File: src/rtl/cpuPkg.sv
package cpuPkg;

  // ======================================================================
  // widths
  // ======================================================================
  localparam int dataWidth = 32;
  localparam int regCount = 16;
  localparam int flagsReg = 1; // compare flags live here.

  typedef logic [dataWidth-1:0] wordT;
  typedef logic [$clog2(regCount)-1:0] regIdxT;

  // ======================================================================
  // encodings
  // ======================================================================
  typedef enum logic [5:0] {
    opMove = 6'd1, opLoadImm = 6'd2, opLoadReg = 6'd3, opLoadIdx = 6'd4,
    opLoadAbs = 6'd6, opStoreAbs = 6'd7, opStoreIdx = 6'd8,
    opCmp = 6'd13, opCmpImm = 6'd14,
    opSetEq = 6'd15, opSetNe = 6'd16, opSetLt = 6'd17, opSetGt = 6'd18,
    opJump = 6'd19, opJumpFlagClr = 6'd20, opJumpFlagSet = 6'd21,
    opJumpZero = 6'd22, opJumpNonZero = 6'd23,
    opAddImm = 6'd28, opAdd = 6'd29, opSubImm = 6'd30, opSub = 6'd31,
    opInc = 6'd33, opDec = 6'd34, opShl = 6'd35, opShr = 6'd36, opNeg = 6'd37,
    opMulAdd = 6'd55
  } opcodeT;

  typedef enum logic [1:0] {msError = 2'd0, msBusy = 2'd1, msDone = 2'd2} memStatusT;

  typedef enum logic [1:0] {
    hcFetch = 2'd0, hcDataWord = 2'd1, hcAccess = 2'd2, hcIllegal = 2'd3
  } haltCodeT;

  typedef enum logic [2:0] {
    stFetch, stFetchWait, stOperands, stDataWait,
    stMemRequest, stMemWait, stWriteback, stHalt
  } seqStateT;

  // instruction word, register fields use their low nibble only.
  typedef struct packed {
    logic [7:0] rs2;
    logic [7:0] rs1;
    logic [7:0] rd;
    logic [1:0] spare;
    opcodeT opcode;
  } instrT;

  typedef struct packed {
    logic read;
    logic write;
    wordT addr;
    wordT wdata;
  } memReqT;

  typedef struct packed {
    memStatusT status;
    wordT rdata;
  } memRspT;

  // opcodes followed by an immediate data word.
  function automatic logic hasDataWord(opcodeT op);
    case (op)
      opLoadImm, opLoadIdx, opLoadAbs, opStoreAbs, opStoreIdx, opCmpImm,
      opJump, opJumpFlagClr, opJumpFlagSet, opJumpZero, opJumpNonZero,
      opAddImm, opSubImm, opMulAdd: hasDataWord = 1'b1;
      default: hasDataWord = 1'b0;
    endcase
  endfunction

endpackage

File: src/rtl/cpuRegFile.sv
`timescale 1ns/1ps

module cpuRegFile import cpuPkg::*; (
  input  logic   clk,
  input  logic   arstN,
  input  regIdxT rdIdx1,
  input  regIdxT rdIdx2,
  input  regIdxT rdIdx3,
  input  logic   wrEn,
  input  regIdxT wrIdx,
  input  wordT   wrData,
  input  logic   flagsWrEn,
  input  wordT   flagsData,
  output wordT   rdData1,
  output wordT   rdData2,
  output wordT   rdData3,
  output wordT   flags
);

  wordT regs [regCount];

  always_ff @(posedge clk or negedge arstN) begin
    if (!arstN) begin
      for (int i = 0; i < regCount; i++) begin
        regs[i] <= '0;
      end
    end else begin
      if (wrEn) regs[wrIdx] <= wrData;
      if (flagsWrEn) regs[flagsReg] <= flagsData; // last assignment wins.
    end
  end

  assign rdData1 = regs[rdIdx1];
  assign rdData2 = regs[rdIdx2];
  assign rdData3 = regs[rdIdx3];
  assign flags   = regs[flagsReg];

endmodule

File: src/rtl/cpuExecute.sv
`timescale 1ns/1ps

module cpuExecute import cpuPkg::*; (
  input  instrT instr,
  input  wordT  opA,
  input  wordT  opB,
  input  wordT  opC,
  input  wordT  dataWord,
  input  wordT  loadValue,
  input  wordT  flags,
  input  wordT  ip,
  output wordT  result,
  output wordT  flagsNext,
  output logic  writesFlags,
  output wordT  memAddr,
  output logic  jumpTaken,
  output wordT  nextIp
);

  wordT cmpRhs;

  // ======================================================================
  // results
  // ======================================================================
  always_comb begin
    case (instr.opcode)
      opMove:    result = opB;
      opLoadImm: result = dataWord;
      opLoadReg, opLoadIdx, opLoadAbs: result = loadValue;
      opSetEq:   result = wordT'(opB == opC);
      opSetNe:   result = wordT'(opB != opC);
      opSetLt:   result = wordT'(opB < opC);
      opSetGt:   result = wordT'(opB > opC);
      opAddImm:  result = opB + dataWord;
      opAdd:     result = opB + opC;
      opSubImm:  result = opB - dataWord;
      opSub:     result = opB - opC;
      opInc:     result = opA + 32'd1;
      opDec:     result = opA - 32'd1;
      opShl:     result = opB << opC[4:0];
      opShr:     result = opB >> opC[4:0];
      opNeg:     result = -opB;
      opMulAdd:  result = opB + dataWord * opC;
      default:   result = '0;
    endcase
  end

  // unsigned compare, bit 0 equal, bit 1 less, bit 2 greater.
  assign cmpRhs      = (instr.opcode == opCmpImm) ? dataWord : opB;
  assign flagsNext   = {29'd0, opA > cmpRhs, opA < cmpRhs, opA == cmpRhs};
  assign writesFlags = (instr.opcode == opCmp) || (instr.opcode == opCmpImm);

  // ======================================================================
  // addresses and control flow
  // ======================================================================
  always_comb begin
    case (instr.opcode)
      opLoadReg:  memAddr = opB;
      opLoadIdx:  memAddr = dataWord + opB;
      opStoreIdx: memAddr = dataWord + opA;
      default:    memAddr = dataWord; // absolute forms.
    endcase
  end

  always_comb begin
    case (instr.opcode)
      opJumpFlagClr: jumpTaken = !flags[0];
      opJumpFlagSet: jumpTaken = flags[0];
      opJumpZero:    jumpTaken = (opA == '0);
      opJumpNonZero: jumpTaken = (opA != '0);
      default:       jumpTaken = 1'b0;
    endcase
  end

  always_comb begin
    if (instr.opcode == opJump || jumpTaken) begin
      nextIp = dataWord;
    end else if (hasDataWord(instr.opcode)) begin
      nextIp = ip + 32'd8;
    end else begin
      nextIp = ip + 32'd4;
    end
  end

endmodule

File: src/rtl/cpuSequencer.sv
`timescale 1ns/1ps

module cpuSequencer import cpuPkg::*; (
  input  logic     clk,
  input  logic     arstN,
  input  memRspT   memRsp,
  input  wordT     result,
  input  wordT     flagsNext,
  input  logic     writesFlags,
  input  wordT     memAddr,
  input  logic     jumpTaken,
  input  wordT     nextIp,
  input  wordT     rdData1,
  input  wordT     rdData2,
  input  wordT     rdData3,
  output memReqT   memReq,
  output instrT    instr,
  output wordT     opA,
  output wordT     opB,
  output wordT     opC,
  output wordT     dataWord,
  output wordT     loadValue,
  output wordT     ip,
  output regIdxT   rdIdx1,
  output regIdxT   rdIdx2,
  output regIdxT   rdIdx3,
  output logic     wrEn,
  output regIdxT   wrIdx,
  output wordT     wrData,
  output logic     flagsWrEn,
  output logic     halted,
  output haltCodeT haltCode,
  output wordT     haltData
);

  seqStateT state;
  logic reqActive;
  logic rspDone;
  logic rspError;

  function automatic logic isLegal(opcodeT op);
    case (op)
      opMove, opLoadImm, opLoadReg, opLoadIdx, opLoadAbs, opStoreAbs, opStoreIdx,
      opCmp, opCmpImm, opSetEq, opSetNe, opSetLt, opSetGt,
      opJump, opJumpFlagClr, opJumpFlagSet, opJumpZero, opJumpNonZero,
      opAddImm, opAdd, opSubImm, opSub, opInc, opDec, opShl, opShr, opNeg,
      opMulAdd: isLegal = 1'b1;
      default: isLegal = 1'b0;
    endcase
  endfunction

  function automatic logic isLoad(opcodeT op);
    isLoad = (op == opLoadReg) || (op == opLoadIdx) || (op == opLoadAbs);
  endfunction

  function automatic logic isStore(opcodeT op);
    isStore = (op == opStoreAbs) || (op == opStoreIdx);
  endfunction

  function automatic logic writesRd(opcodeT op);
    case (op)
      opMove, opLoadImm, opLoadReg, opLoadIdx, opLoadAbs,
      opSetEq, opSetNe, opSetLt, opSetGt, opAddImm, opAdd, opSubImm, opSub,
      opInc, opDec, opShl, opShr, opNeg, opMulAdd: writesRd = 1'b1;
      default: writesRd = 1'b0;
    endcase
  endfunction

  // status is not valid yet in the cycle the request is on the bus.
  assign reqActive = memReq.read || memReq.write;
  assign rspDone   = !reqActive && (memRsp.status == msDone);
  assign rspError  = !reqActive && (memRsp.status == msError);

  // ======================================================================
  // state machine
  // ======================================================================
  always_ff @(posedge clk or negedge arstN) begin
    if (!arstN) begin
      state    <= stFetch;
      ip       <= '0;
      memReq   <= '0;
      haltCode <= hcFetch;
      haltData <= '0;
    end else begin
      memReq.read  <= 1'b0; // requests last one cycle.
      memReq.write <= 1'b0;
      case (state)
        stFetch: begin
          memReq.read <= 1'b1;
          memReq.addr <= ip;
          state       <= stFetchWait;
        end
        stFetchWait: begin
          if (rspDone) begin
            state <= stOperands;
          end else if (rspError) begin
            state    <= stHalt;
            haltCode <= hcFetch;
            haltData <= memReq.addr;
          end
        end
        stOperands: begin
          if (!isLegal(instr.opcode)) begin
            state    <= stHalt;
            haltCode <= hcIllegal;
            haltData <= ip;
          end else if (hasDataWord(instr.opcode)) begin
            memReq.read <= 1'b1;
            memReq.addr <= ip + 32'd4;
            state       <= stDataWait;
          end else if (isLoad(instr.opcode) || isStore(instr.opcode)) begin
            state <= stMemRequest;
          end else begin
            state <= stWriteback;
          end
        end
        stDataWait: begin
          if (rspDone) begin
            if (isLoad(instr.opcode) || isStore(instr.opcode)) state <= stMemRequest;
            else state <= stWriteback;
          end else if (rspError) begin
            state    <= stHalt;
            haltCode <= hcDataWord;
            haltData <= memReq.addr;
          end
        end
        stMemRequest: begin
          memReq.read  <= isLoad(instr.opcode);
          memReq.write <= isStore(instr.opcode);
          memReq.addr  <= memAddr;
          memReq.wdata <= opB; // store data comes from rs1.
          state        <= stMemWait;
        end
        stMemWait: begin
          if (rspDone) begin
            state <= stWriteback;
          end else if (rspError) begin
            state    <= stHalt;
            haltCode <= hcAccess;
            haltData <= memReq.addr;
          end
        end
        stWriteback: begin
          ip    <= nextIp;
          state <= stFetch;
        end
        default: state <= stHalt; // halted until reset.
      endcase
    end
  end

  // instruction and operand latches.
  always_ff @(posedge clk) begin
    if (state == stFetchWait && rspDone) instr <= instrT'(memRsp.rdata);
    if (state == stOperands) begin
      opA <= rdData1;
      opB <= rdData2;
      opC <= rdData3;
    end
    if (state == stDataWait && rspDone) dataWord <= memRsp.rdata;
    if (state == stMemWait && rspDone) loadValue <= memRsp.rdata;
  end

  assign rdIdx1    = instr.rd[3:0];
  assign rdIdx2    = instr.rs1[3:0];
  assign rdIdx3    = instr.rs2[3:0];
  assign wrIdx     = instr.rd[3:0];
  assign wrEn      = (state == stWriteback) && writesRd(instr.opcode);
  assign flagsWrEn = (state == stWriteback) && writesFlags;
  assign wrData    = writesFlags ? flagsNext : result; // shared by both write ports.
  assign halted    = (state == stHalt);

endmodule

File: src/rtl/cpuCore.sv
`timescale 1ns/1ps

module cpuCore import cpuPkg::*; (
  input  logic     clk,
  input  logic     arstN,
  input  memRspT   memRsp,
  output memReqT   memReq,
  output logic     halted,
  output haltCodeT haltCode,
  output wordT     haltData
);

  instrT  instr;
  wordT   opA, opB, opC;
  wordT   dataWord, loadValue, ip;
  regIdxT rdIdx1, rdIdx2, rdIdx3, wrIdx;
  logic   wrEn, flagsWrEn;
  wordT   wrData;
  wordT   rdData1, rdData2, rdData3, flags;
  wordT   result, flagsNext, memAddr, nextIp;
  logic   writesFlags, jumpTaken;

  // ======================================================================
  // control
  // ======================================================================
  cpuSequencer uSequencer (
    .clk(clk), .arstN(arstN), .memRsp(memRsp),
    .result(result), .flagsNext(flagsNext), .writesFlags(writesFlags),
    .memAddr(memAddr), .jumpTaken(jumpTaken), .nextIp(nextIp),
    .rdData1(rdData1), .rdData2(rdData2), .rdData3(rdData3),
    .memReq(memReq), .instr(instr), .opA(opA), .opB(opB), .opC(opC),
    .dataWord(dataWord), .loadValue(loadValue), .ip(ip),
    .rdIdx1(rdIdx1), .rdIdx2(rdIdx2), .rdIdx3(rdIdx3),
    .wrEn(wrEn), .wrIdx(wrIdx), .wrData(wrData), .flagsWrEn(flagsWrEn),
    .halted(halted), .haltCode(haltCode), .haltData(haltData)
  );

  // ======================================================================
  // datapath
  // ======================================================================
  cpuRegFile uRegFile (
    .clk(clk), .arstN(arstN),
    .rdIdx1(rdIdx1), .rdIdx2(rdIdx2), .rdIdx3(rdIdx3),
    .wrEn(wrEn), .wrIdx(wrIdx), .wrData(wrData),
    .flagsWrEn(flagsWrEn), .flagsData(wrData), // compares put flags on wrData.
    .rdData1(rdData1), .rdData2(rdData2), .rdData3(rdData3), .flags(flags)
  );

  cpuExecute uExecute (
    .instr(instr), .opA(opA), .opB(opB), .opC(opC),
    .dataWord(dataWord), .loadValue(loadValue), .flags(flags), .ip(ip),
    .result(result), .flagsNext(flagsNext), .writesFlags(writesFlags),
    .memAddr(memAddr), .jumpTaken(jumpTaken), .nextIp(nextIp)
  );

endmodule

File: config.mk
export PLATFORM = sky130hd
export DESIGN_NAME = cpuCore
export DESIGN_NICKNAME = d
export VERILOG_FILES = /design/src/rtl/cpuPkg.sv /design/src/rtl/cpuRegFile.sv /design/src/rtl/cpuExecute.sv /design/src/rtl/cpuSequencer.sv /design/src/rtl/cpuCore.sv
export SDC_FILE = /design/constraint.sdc
export NUM_CORES = 2
export LEC_CHECK = 0
export ABC_AREA = 1
export BUFFER_PORTS_ARGS = -buffer_cell sky130_fd_sc_hd__buf_2
export CAP_MARGIN = 40
export CORE_MARGIN = 4
export CORE_UTILIZATION = 30
export DETAILED_ROUTE_END_ITERATION = 10
export PLACE_DENSITY = 0.55
export SLEW_MARGIN = 20
export SYNTH_ARGS = -nofsm -noshare
export SYNTH_HDL_FRONTEND = slang
export SYNTH_SLANG_ARGS = --single-unit
File: constraint.sdc
create_clock -name clk -period 7.6 [get_ports clk]
set_input_delay 0.38 -clock clk [delete_from_list [all_inputs] [get_ports clk]]
set_output_delay 0.38 -clock clk [all_outputs]
set_load 0.05 [all_outputs]
; ---- Word level (Yosys, flattened, before mapping)
; Memories as Yosys holds them, arrays and structs flattened. A register that Yosys moved wholly into a read port is not among the register bits.
; Cells that the tools add are included.
[op_classes]
n_addsub = 11
multipliers = 1
order_cmp = 8
eq_ne = 50
shifts = 2
mux = 56
bitwise = 3
n_reduce_logical = 30
[op_table]
columns = operator, count
row1 = 32-bit two-way mux, 17
row2 = 32-bit case mux with 17 select lines, 1
row3 = 512-bit bitwise mux, 1
row4 = 480-bit two-way mux, 1
row5 = 32-bit binary-select mux with 4-bit select, 3
row6 = 32-bit case mux with 3 select lines, 2
row7 = 32-bit adder, 4
row8 = 32-bit demux with 4-bit select, 1
row9 = "6-bit by 5-bit == test with 1-bit output, second input constant", 12
row10 = 32-bit == test, 2
row11 = 32-bit > comparator, 2
row12 = 32-bit < comparator, 2
row13 = 32-bit case mux with 2 select lines, 1
row14 = 32-bit subtractor, 2
row15 = "6-bit == test, second input constant", 6
row16 = "32-bit by 1-bit adder with 32-bit output, second input constant", 1
row17 = "32-bit by 3-bit adder with 32-bit output, second input constant", 1
row18 = "32-bit by 4-bit adder with 32-bit output, second input constant", 1
row19 = 32-bit zero test, 1
row20 = 32-bit by 32-bit multiplier with 32-bit output, 1
row21 = 32-bit != test, 1
row22 = 32-bit negation, 1
row23 = 32-bit nonzero test, 1
row24 = 32-bit by 5-bit << shifter with 32-bit output, 1
row25 = 35 further kinds, 95
[word_totals]
register_bits = 825
mem_bits_ro = 256
in_bits = 36
out_inout_bits = 101
elab_cells = 198
mem_count = 4
[memory_table]
columns = name, words, width, rd, rd_ports_with_merged_regs, write_ports, line
row1 = (no name shown), 64, 1, 1, 1, 0, cpuPkg.sv:62  ; case (op)
row2 = (no name shown), 64, 1, 1, 1, 0, cpuSequencer.sv:61  ; case (op)
row3 = (no name shown), 64, 1, 1, 1, 0, cpuSequencer.sv:42  ; case (op)
row4 = (no name shown), 64, 1, 1, 1, 0, cpuPkg.sv:62

; ---- Depth between registers and ports, before layout
[depth]
word_depth = 8
mapped_depth = 39
mapped_depth_nobuf = 36

; ---- Hierarchy
; From an unflattened synthesis, not the netlist that was laid out.
[unflattened]
cells_unflattened = 13067
area_unflattened_um2 = 85359.4
[by_module_without_submodules]
columns = mod, instances, cells_per_inst, area_each_um2, seq_area_each_um2
row1 = cpuExecute, 1, 6164, 37041.8, 0.0
row2 = cpuRegFile, 1, 5651, 34928.5, 12812.3
row3 = cpuSequencer, 1, 1252, 13389.1, 9203.8

; ---- Worst setup path before layout
; No wires, ideal clock.
[synth_path]
path_type = reg-to-reg
startpoint = reg uSequencer.opC[2]
endpoint = reg uRegFile.regs[346] (netlist bit)
setup_time_ns = 0.117
arrival_time_ns = 7.483
t_required_ns = 7.483
path_slack_ns = -0.001
stages_incl_launch_ff = 37
path_buffers = 7
period_less_slack_ns = 7.601
path_cell_list = edfxtp_1 -> buf_4 -> buf_4 -> buf_4 -> buf_4 -> clkbuf_1 -> clkbuf_1 -> nand2_1 -> inv_1 -> fa_1 -> inv_1 -> fa_1 -> inv_1 -> fa_1 -> inv_1 -> fa_1 -> inv_1 -> fa_1 -> fa_1 -> fa_1 -> inv_1 -> fa_1 -> inv_1 -> ha_1 -> a21o_1 -> nand2_1 -> nand2_1 -> nor2_1 -> nand3_1 -> or2_2 -> nand3_1 -> nand2_1 -> nor3_2 -> nand3_2 -> buf_6 -> nand2_1 -> nand2_1
[synth_between]
elab_chain_cells = 5
elab_cells_between_ends = 9
classes_between = add/sub (3) / mul (1) / shift (2) / mux (3)
[synth_lines]
columns = element, line
row1 = from (decl), cpuSequencer.sv:20  ; output wordT opC,
row2 = from (signal assigned), cpuSequencer.sv:158  ; opC <= rdData3;
row3 = 32-bit by 32-bit multiplier with 32-bit output, cpuExecute.sv:43  ; opMulAdd: result = opB + dataWord * opC;
row4 = 32-bit adder, cpuExecute.sv:43
row5 = 32-bit case mux with 17 select lines (*), cpuExecute.sv:26  ; case (instr.opcode)
row6 = 32-bit two-way mux (*), cpuSequencer.sv:170  ; assign wrData = writesFlags ? flagsNext : result;
row7 = 512-bit bitwise mux (*), cpuRegFile.sv:28  ; if (wrEn) regs[wrIdx] <= wrData;
row8 = "to (signal, indexed assignment)", cpuRegFile.sv:28
row9 = "to (signal, indexed assignment)", cpuRegFile.sv:29  ; if (flagsWrEn) regs[flagsReg] <= flagsData;
row10 = to (decl), cpuRegFile.sv:20  ; wordT regs [regCount];
; Mark *: on every way between the ends. The rest lies on a longest branch, timed or not.
; A chain may end at the register's enable or synchronous reset.

; ---- Final worst setup path
[layout_path]
startpoint = reg uSequencer.opC[2]
endpoint = reg uRegFile.regs[51] (netlist bit)
; Same word-level chain as after synthesis.

==> flow_summary_export.csv <==
group,metric,value,unit
setup_path,cp_slowest_cell,"fa_1",
clock_network,clk_pin_slew_worst_paths,0.08,ns
global_route,top_usage_layer,"met2",
sta,relSlewSlack,32.4,%
synthesis,seq_area_frac_synth,26.7,%
setup_path,cp.arrival,8.02,ns
sta,skew,0.0321,ns
die,die_h,527,um
synthesis,synthesis.nets,12500,
place,dp_hpwl,316000,um
place,gp_congestion,1.06,
global_route,grt_max_degree,154,
routing,detail_route.iter0.violations,10841,
synthesis,synth-async-reset-ratio,78.1,%
synthesis,synth_ff_type,"dfrtp_1",
global_route,antenna_found_initial,52,
routing,drt-vias-per-instance,5.56,
routing,antenna_left,0,
global_route,grt_pass1_wl,605000,um
die,pin_count,137,
clock_network,clk_latency,0.79,ns
global_route,met2_usage,45.4,%
setup_path,rrSetupSlack,0.26,ns
die,core,268000,um^2
setup_path,cp_slowest_stage_delay,0.55,ns
clock_network,htree_levels,3,
synthesis,netlist_area,80900,um^2
outcome,outcome,"finished, final reports clean",
synthesis,postSynthCellCount,11705,
sta,finalHoldViolations,0,
place,portBuffers,136,
synthesis,syn_avg_cell_area,6.91,um^2
die,dieArea,278000,um^2
sta,tns,0,ns
global_route,grt_overflow,0,
die,start_util,30.2,%
sta,timing.hold.ws,0.0469,ns
job,maxCapViolCount,0,
finish,layout.nets,12515,
setup_path,path_max_fanout,19,
setup_path,crit_top_cell,"fa_1",
sta,finalCriticalPeriod,7.34,ns
synthesis,synth_warnings,0,
clock_network,tritoncts,"built",
synthesis,synth_edf_count,178,
global_route,grt_pass1_vias,80481,
routing,remaining_drc_errors,0,
sta,timing.final.crit_share,96.6,%
die,rows,190,
place,dp_slack,-0.0138,ns
worst_hold_path,min_path_type,"primary input to flop",
sta,setup_viol,0,
setup_path,critical_path_class,"flop to flop",
routing,via_count,85474,
synthesis,yosysUniqueCellTypes,78,
finish,area_growth,13.0,%
routing,drt_pass1_iterations,10,
sta,fin_ws,0.259,ns
clock_network,numCtsBuffers,99,
clock_network,cts_root_buf,"clkbuf_16",
clock_network,clkSinkCount,828,
global_route,grt_use_met3,6.02,%
finish,drive_gt1_share,8.25,%
die,die_w,527,um
clock_network,cts_buffer_depth,3,
global_route,grtUsageTotal,29.9,%
routing,wl_per_cell,27.8,um
setup_path,crit_required,8.28,ns
sta,worstMarginPinSlew,1.00,ns
setup_path,cp-start-kind,"flop",
setup_path,end_kind,"flop",
global_route,use_met1,39.8,%
sta,finalMaxSlewViolations,0,
synthesis,ys_ff_latch,828,
sta,timing.fmax,0.136,GHz
routing,wirelength,428000,um
routing by layer:
metal | vias to the layer above | wire, um
met5 | - | 180
met4 | 28 | 26900
met3 | 1026 | 41100
met2 | 4662 | 184000
met1 | 41414 | 177000
li1 | 38344 | -
cells by family after synthesis:
kind of cell    Yosys count  synth area share (%)
mux                      13                 0.161
simple gates           4701                  24.0
buf+inv                2404                  11.7
compound gates         2898                  20.5
flops                   828                  26.7
xor+xnor                102                  1.10
fa+ha+maj               759                  15.8
worst max-delay path, delay by kind of cell (launching register included):
kind,cells,cell delay (ns)
buf+inv,8,1.05
simple gates,7,0.93
flops,1,0.38
compound gates,5,1.11
fa+ha+maj,9,3.73
layout make-up:
class                   instances  area, um^2
multi-input cells            8474       50400
diodes                         27        67.6
fillers                     29115      177000
inverters                    1726        6500
repair buffers                591        5050
clock inverters                39         485
flip-flops and latches        828       21600
well taps                    3552        4440
clock buffers                 149        2880
cell usage after synthesis, types with 9 or more instances:
cell | count | area, um^2
o31ai_1 | 11 | 82.6
a21o_1 | 30 | 225
o221ai_1 | 122 | 1070
clkinv_1 | 14 | 52.6
or2_2 | 28 | 175
a211oi_1 | 18 | 135
nand4_1 | 90 | 563
inv_1 | 1680 | 6310
fa_1 | 443 | 8870
nand3_2 | 20 | 200
o22ai_1 | 85 | 532
nor2_4 | 9 | 101
ha_1 | 316 | 3950
nor3_1 | 84 | 420
o211ai_1 | 137 | 1030
a21oi_1 | 933 | 4670
xor2_1 | 78 | 683
buf_4 | 32 | 240
nand3_1 | 454 | 2270
a22oi_1 | 212 | 1590
buf_2 | 82 | 410
o21bai_1 | 22 | 165
mux2i_1 | 13 | 130
nor2_2 | 13 | 81.3
edfxtp_1 | 178 | 5350
buf_6 | 23 | 259
xnor2_1 | 24 | 210
nor2_1 | 571 | 2140
dfrtp_1 | 647 | 16200
o21ai_1 | 102 | 510
nand2_1 | 3289 | 12300
nand2_2 | 26 | 163
a31oi_1 | 95 | 594
o2111ai_1 | 22 | 193
o21ai_0 | 1038 | 5190
buf_1 | 84 | 315
nand3b_1 | 30 | 225
clkbuf_1 | 453 | 1700
or4_1 | 26 | 195
o21a_1 | 32 | 240
nor4_1 | 23 | 144
inv_2 | 30 | 113
cells in the final DEF, fill, tap and decap left out, drive strengths merged, types with 18 or more instances in the layout:
master and count:
dlygate4sd3 24, nand3b 33, ha 316, a22oi 212
a21o 30, nor2 593, o211ai 139, xor2 78
o21bai 22, a31oi 95, nand2 3320, diode 27
nor3 95, nor4 25, nand4 94, nand3 476
o22ai 85, fa 443, o21ai 1143, a211oi 18
a21oi 938, buf 564, xnor2 24, clkbuf 152
o21a 32, or2 33, or4 26, dfrtp 647
o221ai 122, o2111ai 23, clkinv 46, inv 1711
edfxtp 178
metrics by stage:
step | area [um^2] | std cells | utilization, %
global route | 91400 | 15365 | 34.1
finish | 91400 | 15386 | 34.1
detailed placement | 87100 | 15117 | 32.5
floorplan | 80900 | 11705 | -
CTS | 90700 | 15329 | 33.8
global placement | 86800 | 15098 | 32.4
final timing paths:
check                                           from                       end  cells after the start
worst min-delay path                      memRsp[16]  uSequencer.loadValue[16]                      1
worst max register to register     uSequencer.opC[2]         uRegFile.regs[51]                     29
max in group asynchronous                      arstN        uRegFile.regs[123]                      4
worst min register to register  uSequencer.memReq[6]      uSequencer.memReq[6]                      2
worst max-delay path               uSequencer.opC[2]         uRegFile.regs[51]                     29
min in group asynchronous                      arstN        uRegFile.regs[104]                      2
registers in the layout, summed over array words and instances, names as in the netlist, named ones only:
register	cells
uSequencer.opB	32
uSequencer.dataWord	32
uRegFile.flags	32
uRegFile.regs	480
uSequencer.memReq	66
uSequencer.opC	32
uSequencer.haltCode	2
uSequencer.opA	32
uSequencer.instr	18
uSequencer.loadValue	32
uSequencer.ip	32
uSequencer.haltData	32
uSequencer.state	3
repair_timing:
item / CTS / global route
gates cloned: 0 / 2
pin swaps: 0 / 22
endpoints found under the hold margin: 119 / 0
gates resized for setup: 2 / 84
setup endpoints to repair: 16 / 275
setup buffers: 0 / 22
hold buffers: 24 / 0
Power is not shown: default switching activity piles up to over one toggle a cycle in this logic, so the estimate is an artifact.
